`src/verilog/pcs_code_pkg.sv`:
```
`default_nettype none

package pcs_code_pkg;

	// One code group as seen on the SERDES byte interface
	typedef logic [7:0] code_byte_t;

	////////////////////////////////////////
	// Control symbols

	localparam code_byte_t k28_5 = 8'hbc;	// Comma, first byte of every ordered set
	localparam code_byte_t k27_7 = 8'hfb;	// Start of packet
	localparam code_byte_t k29_7 = 8'hfd;	// End of packet
	localparam code_byte_t k23_7 = 8'hf7;	// Carrier extend
	localparam code_byte_t k30_7 = 8'hfe;	// Error propagation

	////////////////////////////////////////
	// Data symbols used inside ordered sets

	localparam code_byte_t d21_5 = 8'hb5;	// /C1/ header
	localparam code_byte_t d2_2 = 8'h42;	// /C2/ header
	localparam code_byte_t d16_2 = 8'h50;	// /I2/ second byte
	localparam code_byte_t d5_6 = 8'hc5;	// /I1/ second byte, flips disparity

	// Put back in place of the start symbol on receive
	localparam code_byte_t preamble_byte = 8'h55;

endpackage

`default_nettype wire

```
`src/verilog/pcs_aneg_pkg.sv`:
```
`default_nettype none

package pcs_aneg_pkg;

	// Clause 37 arbitration states
	typedef enum logic [2:0] {
		ENABLE,
		RESTART,
		ABILITY_DETECT,
		ACK_DETECT,
		COMPLETE_ACK,
		IDLE_DETECT,
		LINK_OK
	} aneg_state_t;

	// Base page config register, low byte sent first
	typedef logic [15:0] cfg_word_t;

	////////////////////////////////////////
	// Bit positions in the base page

	localparam int cfg_ack_bit = 14;	// Acknowledge
	localparam int cfg_full_duplex_bit = 5;	// Full duplex ability

	// Back-to-back /I2/ sets needed before the partner counts as idle
	localparam int idle_match_count = 4;

endpackage

`default_nettype wire

```
`src/verilog/link_timer.sv`:
```
`default_nettype none
`timescale 1ns/10ps

module link_timer #(
	parameter int LINK_TIMER_CYCLES = 1250000	// 10 ms at 125 MHz
) (
	input wire logic clk_125mhz,
	input wire logic rst_n,
	input wire logic timer_start,
	output logic timer_done
);

	localparam int cnt_w = $clog2(LINK_TIMER_CYCLES + 1);

	logic [cnt_w-1:0] count;
	logic running;

	always_ff @(posedge clk_125mhz) begin
		if (!rst_n) begin
			count <= '0;
			running <= 1'b0;
			timer_done <= 1'b0;
		end else begin
			timer_done <= 1'b0;
			if (timer_start) begin	// Restart wins over expiry
				count <= '0;
				running <= 1'b1;
			end else if (running) begin
				count <= count + 1'b1;
				if (count == cnt_w'(LINK_TIMER_CYCLES - 1)) begin
					timer_done <= 1'b1;	// Single pulse, then idle
					running <= 1'b0;
				end
			end
		end
	end

	// Expiry stops the counter, so a second pulse needs a new start
	a_done_single: assert property (@(posedge clk_125mhz) disable iff (!rst_n)
		timer_done |=> !timer_done);

endmodule

`default_nettype wire

```
`src/verilog/rx_ordered_set_parser.sv`:
```
`default_nettype none
`timescale 1ns/10ps

module rx_ordered_set_parser (
	input wire logic clk_125mhz,
	input wire logic rst_n,
	input wire logic rx_valid,
	input wire logic rx_is_ctl,
	input wire pcs_code_pkg::code_byte_t rx_data,
	output logic cfg_valid,
	output pcs_aneg_pkg::cfg_word_t cfg_word,
	output logic idle_match
);

	typedef enum logic [1:0] {
		cap_wait_comma,
		cap_header,
		cap_low,
		cap_high
	} cap_state_t;

	cap_state_t cap_state;
	logic [7:0] cfg_low;	// First config byte, held until the second arrives
	logic last_was_comma;
	logic [2:0] idle_cnt;

	wire is_comma = rx_is_ctl && (rx_data == pcs_code_pkg::k28_5);

	////////////////////////////////////////
	// /C1/ and /C2/ capture

	always_ff @(posedge clk_125mhz) begin
		if (!rst_n) begin
			cap_state <= cap_wait_comma;
			cfg_valid <= 1'b0;
			cfg_low <= '0;
			cfg_word <= '0;
		end else begin
			cfg_valid <= 1'b0;
			if (rx_valid) begin
				case (cap_state)
					cap_wait_comma: if (is_comma) cap_state <= cap_header;
					cap_header: begin
						cap_state <= cap_wait_comma;	// Not a config set
						if (!rx_is_ctl && (rx_data == pcs_code_pkg::d21_5 ||
							rx_data == pcs_code_pkg::d2_2))
							cap_state <= cap_low;	// Either header, no alternation check
					end
					cap_low: begin
						cfg_low <= rx_data;
						cap_state <= rx_is_ctl ? cap_wait_comma : cap_high;
					end
					default: begin	// High byte closes the set
						cap_state <= cap_wait_comma;
						if (!rx_is_ctl) begin
							cfg_word <= {rx_data, cfg_low};
							cfg_valid <= 1'b1;
						end
					end
				endcase
			end
		end
	end

	////////////////////////////////////////
	// /I2/ run detection

	always_ff @(posedge clk_125mhz) begin
		if (!rst_n) begin
			last_was_comma <= 1'b0;
			idle_cnt <= '0;
			idle_match <= 1'b0;
		end else if (rx_valid) begin
			last_was_comma <= is_comma;
			if (is_comma) begin
				// First half of a possible idle, leave the count alone
			end else if (!rx_is_ctl && rx_data == pcs_code_pkg::d16_2 && last_was_comma) begin
				if (idle_cnt == 3'(pcs_aneg_pkg::idle_match_count - 1))
					idle_match <= 1'b1;	// Count saturates here
				else
					idle_cnt <= idle_cnt + 3'd1;
			end else begin
				idle_cnt <= '0;	// Data, config or any other symbol
				idle_match <= 1'b0;
			end
		end
	end

	a_cfg_after_valid: assert property (@(posedge clk_125mhz) disable iff (!rst_n)
		cfg_valid |-> $past(rx_valid));

endmodule

`default_nettype wire

```
`src/verilog/aneg_fsm.sv`:
```
`default_nettype none
`timescale 1ns/10ps

module aneg_fsm (
	input wire logic clk_125mhz,
	input wire logic rst_n,
	input wire logic cfg_valid,
	input wire pcs_aneg_pkg::cfg_word_t cfg_word,
	input wire logic idle_match,
	input wire logic timer_done,
	output logic timer_start,
	output logic link_up,
	output logic send_idle,
	output pcs_aneg_pkg::cfg_word_t tx_cfg
);

	pcs_aneg_pkg::aneg_state_t state;
	pcs_aneg_pkg::cfg_word_t cfg_ff;	// Newest config word
	pcs_aneg_pkg::cfg_word_t cfg_ff2;	// The one before it
	logic cfg_match;	// Three equal words in a row

	////////////////////////////////////////
	// Config history

	always_ff @(posedge clk_125mhz) begin
		if (!rst_n) begin
			cfg_ff <= '0;
			cfg_ff2 <= '0;
			cfg_match <= 1'b0;
		end else if (cfg_valid) begin
			cfg_ff <= cfg_word;
			cfg_ff2 <= cfg_ff;
			cfg_match <= (cfg_ff == cfg_word) && (cfg_ff2 == cfg_word);
		end
	end

	wire match_nonzero = cfg_match && (cfg_ff != '0);
	wire match_ack = cfg_match && cfg_ff[pcs_aneg_pkg::cfg_ack_bit];
	wire bad_duplex = match_nonzero && !cfg_ff[pcs_aneg_pkg::cfg_full_duplex_bit];
	wire partner_restart = (cfg_match && cfg_ff == '0) || bad_duplex;
	wire timer_expired = timer_done && !timer_start;	// Ignore a stale pulse right after a restart

	assign send_idle = (state == pcs_aneg_pkg::IDLE_DETECT);

	////////////////////////////////////////
	// Arbitration

	always_ff @(posedge clk_125mhz) begin
		if (!rst_n) begin
			state <= pcs_aneg_pkg::ENABLE;
			timer_start <= 1'b0;
			link_up <= 1'b0;
			tx_cfg <= '0;
		end else begin
			timer_start <= 1'b0;
			case (state)
				pcs_aneg_pkg::ENABLE: begin
					tx_cfg <= '0;	// Advertise nothing while restarting
					timer_start <= 1'b1;
					state <= pcs_aneg_pkg::RESTART;
				end
				pcs_aneg_pkg::RESTART: begin
					if (timer_expired) begin
						tx_cfg <= '0;
						tx_cfg[pcs_aneg_pkg::cfg_full_duplex_bit] <= 1'b1;	// Full duplex only
						state <= pcs_aneg_pkg::ABILITY_DETECT;
					end
				end
				pcs_aneg_pkg::ABILITY_DETECT: begin
					if (idle_match) begin	// Partner without autoneg, parallel detect
						link_up <= 1'b1;
						timer_start <= 1'b1;
						state <= pcs_aneg_pkg::LINK_OK;
					end else if (bad_duplex)
						state <= pcs_aneg_pkg::ENABLE;
					else if (match_nonzero)
						state <= pcs_aneg_pkg::ACK_DETECT;
				end
				pcs_aneg_pkg::ACK_DETECT: begin
					tx_cfg[pcs_aneg_pkg::cfg_ack_bit] <= 1'b1;	// Acknowledge partner page
					if (partner_restart)
						state <= pcs_aneg_pkg::ENABLE;
					else if (match_ack) begin
						timer_start <= 1'b1;
						state <= pcs_aneg_pkg::COMPLETE_ACK;
					end
				end
				pcs_aneg_pkg::COMPLETE_ACK: begin
					if (partner_restart)
						state <= pcs_aneg_pkg::ENABLE;
					else if (timer_expired) begin
						if (match_ack) begin
							timer_start <= 1'b1;
							state <= pcs_aneg_pkg::IDLE_DETECT;
						end else
							state <= pcs_aneg_pkg::ENABLE;	// Match lost during ack
					end
				end
				pcs_aneg_pkg::IDLE_DETECT: begin
					if (partner_restart)
						state <= pcs_aneg_pkg::ENABLE;
					else if (timer_expired && idle_match) begin
						link_up <= 1'b1;
						timer_start <= 1'b1;
						state <= pcs_aneg_pkg::LINK_OK;
					end else if (timer_expired)
						state <= pcs_aneg_pkg::ENABLE;	// Partner never went idle
				end
				default: begin	// LINK_OK
					if (idle_match)
						timer_start <= 1'b1;	// Idles keep the link alive
					if (timer_expired || cfg_valid) begin
						link_up <= 1'b0;
						state <= pcs_aneg_pkg::ENABLE;
					end
				end
			endcase
		end
	end

	a_link_state: assert property (@(posedge clk_125mhz) disable iff (!rst_n)
		link_up == (state == pcs_aneg_pkg::LINK_OK));

endmodule

`default_nettype wire

```
`src/verilog/tx_encoder.sv`:
```
`default_nettype none
`timescale 1ns/10ps

module tx_encoder (
	input wire logic clk_125mhz,
	input wire logic rst_n,
	input wire logic link_up,
	input wire logic send_idle,
	input wire pcs_aneg_pkg::cfg_word_t tx_cfg,
	input wire logic gmii_tx_en,
	input wire logic [7:0] gmii_tx_data,
	input wire logic tx_disparity_negative,
	output logic tx_is_ctl,
	output pcs_code_pkg::code_byte_t tx_data,
	output logic tx_force_disparity_negative
);

	typedef enum logic [2:0] {
		st_idle_k,	// K28.5 of /I2/
		st_idle_d,	// D16.2 of /I2/
		st_start,	// Late start symbol
		st_frame,
		st_extend,
		st_i1_k,	// K28.5 of /I1/
		st_i1_d	// D5.6 of /I1/
	} frame_state_t;

	frame_state_t frame_state;
	logic late;	// Start was pushed back one byte by an idle in progress
	logic en_d;
	logic [7:0] data_d;
	logic link_is_ctl;
	pcs_code_pkg::code_byte_t link_data;
	logic [2:0] seq;
	logic aneg_is_ctl;
	logic aneg_force;
	pcs_code_pkg::code_byte_t aneg_data;

	// After a late start the frame runs one byte behind the GMII bus
	wire src_en = late ? en_d : gmii_tx_en;
	wire [7:0] src_data = late ? data_d : gmii_tx_data;

	always_ff @(posedge clk_125mhz) begin
		if (!rst_n) begin
			en_d <= 1'b0;
			data_d <= '0;
		end else begin
			en_d <= gmii_tx_en;
			data_d <= gmii_tx_data;
		end
	end

	////////////////////////////////////////
	// Link path, idles and framed data

	always_ff @(posedge clk_125mhz) begin
		if (!rst_n) begin
			frame_state <= st_idle_k;
			late <= 1'b0;
			link_is_ctl <= 1'b0;
			link_data <= '0;
		end else begin
			link_is_ctl <= 1'b0;
			case (frame_state)
				st_idle_k: begin
					link_is_ctl <= 1'b1;
					if (gmii_tx_en) begin	// Start replaces first preamble byte
						link_data <= pcs_code_pkg::k27_7;
						late <= 1'b0;
						frame_state <= st_frame;
					end else begin
						link_data <= pcs_code_pkg::k28_5;
						frame_state <= st_idle_d;
					end
				end
				st_idle_d: begin
					link_data <= pcs_code_pkg::d16_2;	// Always finish the idle set
					late <= gmii_tx_en;
					frame_state <= gmii_tx_en ? st_start : st_idle_k;
				end
				st_start: begin
					link_data <= pcs_code_pkg::k27_7;
					link_is_ctl <= 1'b1;
					frame_state <= st_frame;
				end
				st_frame: begin
					if (src_en)
						link_data <= src_data;
					else begin
						link_data <= pcs_code_pkg::k29_7;	// End of packet
						link_is_ctl <= 1'b1;
						frame_state <= st_extend;
					end
				end
				st_extend: begin
					link_data <= pcs_code_pkg::k23_7;
					link_is_ctl <= 1'b1;
					frame_state <= tx_disparity_negative ? st_idle_k : st_i1_k;
				end
				st_i1_k: begin
					link_data <= pcs_code_pkg::k28_5;
					link_is_ctl <= 1'b1;
					frame_state <= st_i1_d;
				end
				default: begin
					link_data <= pcs_code_pkg::d5_6;	// Brings disparity back negative
					frame_state <= st_idle_k;
				end
			endcase
		end
	end

	////////////////////////////////////////
	// Autonegotiation path

	always_ff @(posedge clk_125mhz) begin
		if (!rst_n) begin
			seq <= '0;
			aneg_is_ctl <= 1'b0;
			aneg_force <= 1'b0;
			aneg_data <= '0;
		end else begin
			seq <= seq + 3'd1;
			aneg_is_ctl <= 1'b0;
			aneg_force <= 1'b0;
			if (send_idle) begin	// /I2/ pairs
				if (!seq[0]) begin
					aneg_data <= pcs_code_pkg::k28_5;
					aneg_is_ctl <= 1'b1;
					aneg_force <= 1'b1;
				end else
					aneg_data <= pcs_code_pkg::d16_2;
			end else begin
				case (seq)	// /C1/ then /C2/
					3'd0, 3'd4: begin
						aneg_data <= pcs_code_pkg::k28_5;
						aneg_is_ctl <= 1'b1;
					end
					3'd1: aneg_data <= pcs_code_pkg::d21_5;
					3'd5: aneg_data <= pcs_code_pkg::d2_2;
					3'd2, 3'd6: aneg_data <= tx_cfg[7:0];
					default: aneg_data <= tx_cfg[15:8];
				endcase
			end
		end
	end

	// Output select
	always_ff @(posedge clk_125mhz) begin
		if (!rst_n) begin
			tx_is_ctl <= 1'b0;
			tx_data <= '0;
			tx_force_disparity_negative <= 1'b0;
		end else if (link_up) begin
			tx_is_ctl <= link_is_ctl;
			tx_data <= link_data;
			tx_force_disparity_negative <= 1'b0;
		end else begin
			tx_is_ctl <= aneg_is_ctl;
			tx_data <= aneg_data;
			tx_force_disparity_negative <= aneg_force;
		end
	end

	a_no_force_on_link: assert property (@(posedge clk_125mhz) disable iff (!rst_n)
		link_up |=> !tx_force_disparity_negative);

endmodule

`default_nettype wire

```
`src/verilog/rx_frame_decoder.sv`:
```
`default_nettype none
`timescale 1ns/10ps

module rx_frame_decoder (
	input wire logic clk_125mhz,
	input wire logic rst_n,
	input wire logic rx_valid,
	input wire logic rx_is_ctl,
	input wire pcs_code_pkg::code_byte_t rx_data,
	input wire logic idle_match,
	output logic gmii_rx_en,
	output logic gmii_rx_er,
	output logic [7:0] gmii_rx_data
);

	always_ff @(posedge clk_125mhz) begin
		if (!rst_n) begin
			gmii_rx_en <= 1'b0;
			gmii_rx_er <= 1'b0;
			gmii_rx_data <= '0;
		end else begin
			gmii_rx_er <= 1'b0;	// Error is a pulse
			if (rx_valid) begin
				if (rx_is_ctl && rx_data == pcs_code_pkg::k27_7) begin
					gmii_rx_en <= 1'b1;
					gmii_rx_data <= pcs_code_pkg::preamble_byte;	// Restore first preamble byte
				end else if (gmii_rx_en && idle_match) begin
					gmii_rx_en <= 1'b0;	// Idles mid frame, cut it short
					gmii_rx_er <= 1'b1;
				end else if (gmii_rx_en) begin
					if (rx_is_ctl && rx_data == pcs_code_pkg::k29_7)
						gmii_rx_en <= 1'b0;	// End of packet
					else if (rx_is_ctl && rx_data == pcs_code_pkg::k30_7)
						gmii_rx_er <= 1'b1;
					else if (!rx_is_ctl)
						gmii_rx_data <= rx_data;
				end
			end
		end
	end

endmodule

`default_nettype wire

```
`src/verilog/gig_basex_pcs.sv`:
```
`default_nettype none
`timescale 1ns/10ps

module gig_basex_pcs #(
	parameter int LINK_TIMER_CYCLES = 1250000
) (
	input wire logic clk_125mhz,
	input wire logic rst_n,
	input wire logic rx_valid,	// SERDES receive
	input wire logic rx_is_ctl,
	input wire pcs_code_pkg::code_byte_t rx_data,
	input wire logic gmii_tx_en,	// GMII transmit
	input wire logic [7:0] gmii_tx_data,
	input wire logic tx_disparity_negative,
	output logic tx_is_ctl,	// SERDES transmit
	output pcs_code_pkg::code_byte_t tx_data,
	output logic tx_force_disparity_negative,
	output logic gmii_rx_en,	// GMII receive
	output logic gmii_rx_er,
	output logic [7:0] gmii_rx_data,
	output logic link_up
);

	logic cfg_valid;
	pcs_aneg_pkg::cfg_word_t cfg_word;
	logic idle_match;
	logic timer_start;
	logic timer_done;
	logic send_idle;
	pcs_aneg_pkg::cfg_word_t tx_cfg;

	rx_ordered_set_parser u_parser (.clk_125mhz, .rst_n, .rx_valid, .rx_is_ctl, .rx_data,
		.cfg_valid, .cfg_word, .idle_match);

	aneg_fsm u_aneg (.clk_125mhz, .rst_n, .cfg_valid, .cfg_word, .idle_match, .timer_done,
		.timer_start, .link_up, .send_idle, .tx_cfg);

	link_timer #(.LINK_TIMER_CYCLES(LINK_TIMER_CYCLES)) u_timer (.clk_125mhz, .rst_n,
		.timer_start, .timer_done);

	tx_encoder u_tx (.clk_125mhz, .rst_n, .link_up, .send_idle, .tx_cfg, .gmii_tx_en,
		.gmii_tx_data, .tx_disparity_negative, .tx_is_ctl, .tx_data,
		.tx_force_disparity_negative);

	rx_frame_decoder u_rx (.clk_125mhz, .rst_n, .rx_valid, .rx_is_ctl, .rx_data, .idle_match,
		.gmii_rx_en, .gmii_rx_er, .gmii_rx_data);

endmodule

`default_nettype wire

```
`config.mk`:
```
export PLATFORM = sky130hd
export DESIGN_NAME = gig_basex_pcs
export DESIGN_NICKNAME = d
export VERILOG_FILES = /design/src/verilog/pcs_code_pkg.sv /design/src/verilog/pcs_aneg_pkg.sv /design/src/verilog/link_timer.sv /design/src/verilog/rx_ordered_set_parser.sv /design/src/verilog/aneg_fsm.sv /design/src/verilog/tx_encoder.sv /design/src/verilog/rx_frame_decoder.sv /design/src/verilog/gig_basex_pcs.sv
export SDC_FILE = /design/constraint.sdc
export NUM_CORES = 1
export LEC_CHECK = 0
export ABC_AREA = 1
export BUFFER_PORTS_ARGS = -buffer_cell sky130_fd_sc_hd__buf_2
export CAP_MARGIN = 25
export CORE_MARGIN = 2
export CORE_UTILIZATION = 55
export DETAILED_ROUTE_END_ITERATION = 7
export GPL_TIMING_DRIVEN = 0
export HOLD_SLACK_MARGIN = 0.08
export PLACE_DENSITY = 0.71
export SYNTH_ARGS = -nofsm -noshare
export SYNTH_HDL_FRONTEND = slang
export SYNTH_SLANG_ARGS = --single-unit
```
`constraint.sdc`:
```
create_clock -name clk_125mhz -period 2.1 [get_ports clk_125mhz]
set_input_delay 0 -clock clk_125mhz [delete_from_list [all_inputs] [get_ports clk_125mhz]]
set_output_delay 0 -clock clk_125mhz [all_outputs]
set_load 0.02 [all_outputs]
```
==> impl_metrics.env <==
export IMPL_viasPerCell=5.380
export IMPL_grt_pass1_wl_um=26790
export IMPL_routedLengthMet1_um=7367
export IMPL_finalSetupViolations=0
export IMPL_core_um2=11520
export IMPL_maxSlewHeadroom_pct=56.60
export IMPL_firstDrtPassIters=8
export IMPL_wl_met2_um=7121
export IMPL_finClkSkew_ns=0.01009
export IMPL_syn_nets=929
export IMPL_drt_iter0_drc=534
export IMPL_whs_ns=0.3072
export IMPL_reg2reg_to="u_rx.gmii_rx_data[7]"
export IMPL_syn_cell_area_um2=6566
export IMPL_timing_critical_path_required_ns=2.41
export IMPL_wl_met3_um=1074
export IMPL_syn_area_per_cell_um2=7.296
export IMPL_violations="DRC"
export IMPL_drive_gt1_share_pct=12.60
export IMPL_fin_crit_ns=1.878
export IMPL_htreeDepth=4
export IMPL_dr_total_vias=6106
export IMPL_cts_buffers_inserted=17
export IMPL_yosysMostFrequentCell="nand2_1"
export IMPL_worstSetupPathType="input port to flop"
export IMPL_yosysTopAreaCell="dfxtp_1"
export IMPL_synth_cell_types=48
export IMPL_synth_ff_type="dfxtp_1"
export IMPL_timing_rr_start="u_parser.idle_match"
export IMPL_grt_setup_unrepaired="false"
export IMPL_status="finished, violations left"
export IMPL_wl_per_cell_um=13.96
export IMPL_hold_class="input port to flop"
export IMPL_crit_family="buffers and inverters"
export IMPL_arrival_ns=2.19
export IMPL_crit_path_max_incr_delay_ns=0.59
export IMPL_hp_start="gmii_tx_data[2]"
export IMPL_worst_path_max_fanout=6
export IMPL_synthTopCellsByCount="nand2_1, dfxtp_1, nor2_1, inv_1, o21ai_0"
export IMPL_hold_viol_final=0
export IMPL_track_usage_pct=25.96
export IMPL_fin_setup_tns_ns=0
export IMPL_highest_layer="met4"
export IMPL_worstRegToRegCells=7
export IMPL_drc=1
export IMPL_worstPathCellList="dlygate4sd3_1 > buf_2 > nand2_1 > nor3_2 > nand4_2 > nand2_1 > inv_1 > nand3_1 > a21oi_1 > dlygate4sd3_1"
export IMPL_ys_seq_area_share_pct=45.43
export IMPL_wirelength_um=15840
export IMPL_initial_utilization_pct=57.02
export IMPL_cp_end_kind="flop"
export IMPL_diodes=0
export IMPL_grt_pass1_vias=5808
export IMPL_power_leakage_nw=3.374
export IMPL_hold_depth=4
export IMPL_hpwl_um=11240
export IMPL_cts_tree="built"
export IMPL_rows=39
export IMPL_synthToLayoutAreaGrowth_pct=18.25
export IMPL_peakVddDrop_uv=620.5
export IMPL_holdPathEnd="u_tx.data_d[2]"
export IMPL_post_cts_resized=0
export IMPL_crit_buf_inv=4
export IMPL_die_y_um=113.3
export IMPL_cts_path_max_buffers=2
export IMPL_fin_crit_sh_pct=89.42
export IMPL_cap_violations=0
export IMPL_crit_slowest_cell="dlygate4sd3_1"
export IMPL_power_per_cell_area_nw_per_um2=905.6
export IMPL_final_nets=1010
export IMPL_worst_slew_pin_slew_ns=0.6511
export IMPL_root_buffer="clkbuf_16"
export IMPL_synth_async_reset_ratio_pct=0
export IMPL_antenna_found_initial=0
export IMPL_post_cts_buffers=0
export IMPL_synth_seq_cells=149
export IMPL_place_gp_congestion=0.9548
export IMPL_max_freq_mhz=532.5
export IMPL_start_kind="input port"
export IMPL_clk_pin_slew_ns=0.06
export IMPL_yosysWarningCount=0
export IMPL_die_w_um=113.3
export IMPL_reg2reg_slack_ns=0.30
export IMPL_pin_count=43
export IMPL_die_area_um2=12830
export IMPL_grt_max_degree=17
export IMPL_slew_viol_final=0
export IMPL_synthCells=900
export IMPL_clock_sinks=149
export IMPL_clock_latency_ns=0.43
export IMPL_ys_top_cells_by_area="dfxtp_1, nand2_1, nor2_1"
export IMPL_portBuffers=39
export IMPL_synth_top_area_share_pct=45.43
export IMPL_grt_overflow=0
export IMPL_synth_edff_count=0
export IMPL_ant_nets=0
-- metal layers --
metal	GRT usage, %	up-vias
met5	0	-
met4	9.431	0
met3	5.785	29
met2	41.16	204
met1	34.92	2789
li1	-	3084
-- worst max-delay path by stage --
stage | slack (ns) | end | cells past startpoint | start
after floorplan | 0.72 | u_timer.count[18] | 7 | u_timer.count[0]
after global placement | 0.47 | u_timer.count[12] | 6 | u_timer.count[0]
after detailed placement | 0.39 | u_timer.count[12] | 6 | u_timer.count[0]
after CTS | 0.32 | u_rx.gmii_rx_data[7] | 10 | rx_data[7]
after global routing | 0.14 | u_rx.gmii_rx_data[7] | 10 | rx_data[5]
final | 0.22 | u_rx.gmii_rx_data[7] | 10 | rx_data[5]
-- tightest hold or removal path: cells and delay by family --
family	cells	cell delay, ns
AND/OR/NAND/NOR	1	0.04
buffers and inverters	3	0.67
-- cell families (layout without fill, tap and decap cells) --
family / Yosys count / in the layout / share of synthesized area [%]
AOI/OAI and AO/OA: 196 / 196 / 15.89
xor gates and xnor gates: 19 / 19 / 2.534
adders and majority gates: 7 / 7 / 1.334
buffers and inverters: 143 / 235 / 8.784
DFF: 149 / 149 / 45.43
muxes: 1 / 1 / 0.1524
and+or+nand+nor: 385 / 385 / 25.88
-- layout by cell type, fill, tap and decap left out, types with 5 or more instances in the layout --
master and count:
ha_1 7, nand4_1 12, buf_2 49, inv_2 11
nand2_1 158, inv_1 98, nand3_1 32, dlygate4sd3_1 23
xnor2_1 10, nor3_1 21, dfxtp_1 149, clkbuf_1 16
clkinvlp_4 5, nor2_1 133, o21ai_1 5, o21ai_0 85
a21oi_1 84, xor2_1 9, clkbuf_16 17
-- metrics by stage --
stage / utilization [%] / area (µm²) / instances / worst slack, ns / total power, mW
6_report: 67.43 / 7765 / 1135 / 0.2221 / 7.032
2_1_floorplan: - / 6566 / 900 / 0.7244 / 3.753
3_5_place_dp: 60.27 / 6940 / 1082 / 0.3894 / 3.982
3_3_place_gp: 60.27 / 6940 / 1082 / 0.4725 / 3.959
5_1_grt: 67.43 / 7765 / 1135 / 0.1389 / 7.337
4_1_cts: 67.43 / 7765 / 1135 / 0.3179 / 7.063
-- registers in the layout, indices dropped and copies added, names as in the netlist, 7 cells and up --
register	count
u_timer.count	21
u_rx.gmii_rx_data	8
u_tx.link_data	8
u_tx.data_d	8
u_parser.cfg_low	8
u_tx.aneg_data	7
u_parser.cfg_word	16
u_aneg.cfg_ff	16
u_tx.tx_data	8
u_aneg.cfg_ff2	16
-- final cells by class --
cell class                      instances  area (µm²)
Fill cell                             953        3751
Multi-Input combinational cell        608        3007
Sequential cell                       149        2983
Clock buffer                           18       439.2
Timing Repair Buffer                   62       425.4
Inverter                              112       425.4
Tap cell                              143       178.9
Clock inverter                         12       155.1
Buffer                                 31       151.4
-- timing repair --
item / in CTS / in global routing
endpoints found under the setup margin: 0 / 0
hold buffers: 23 / 0
hold endpoints to repair: 61 / 0
-- report_power, final --
part           switching, mW  internal, mW
Clock                   1.18          1.89
Sequential            0.0569          2.95
Combinational          0.618         0.336
Total                   1.86          5.17
(Power assumes the default switching activity.)
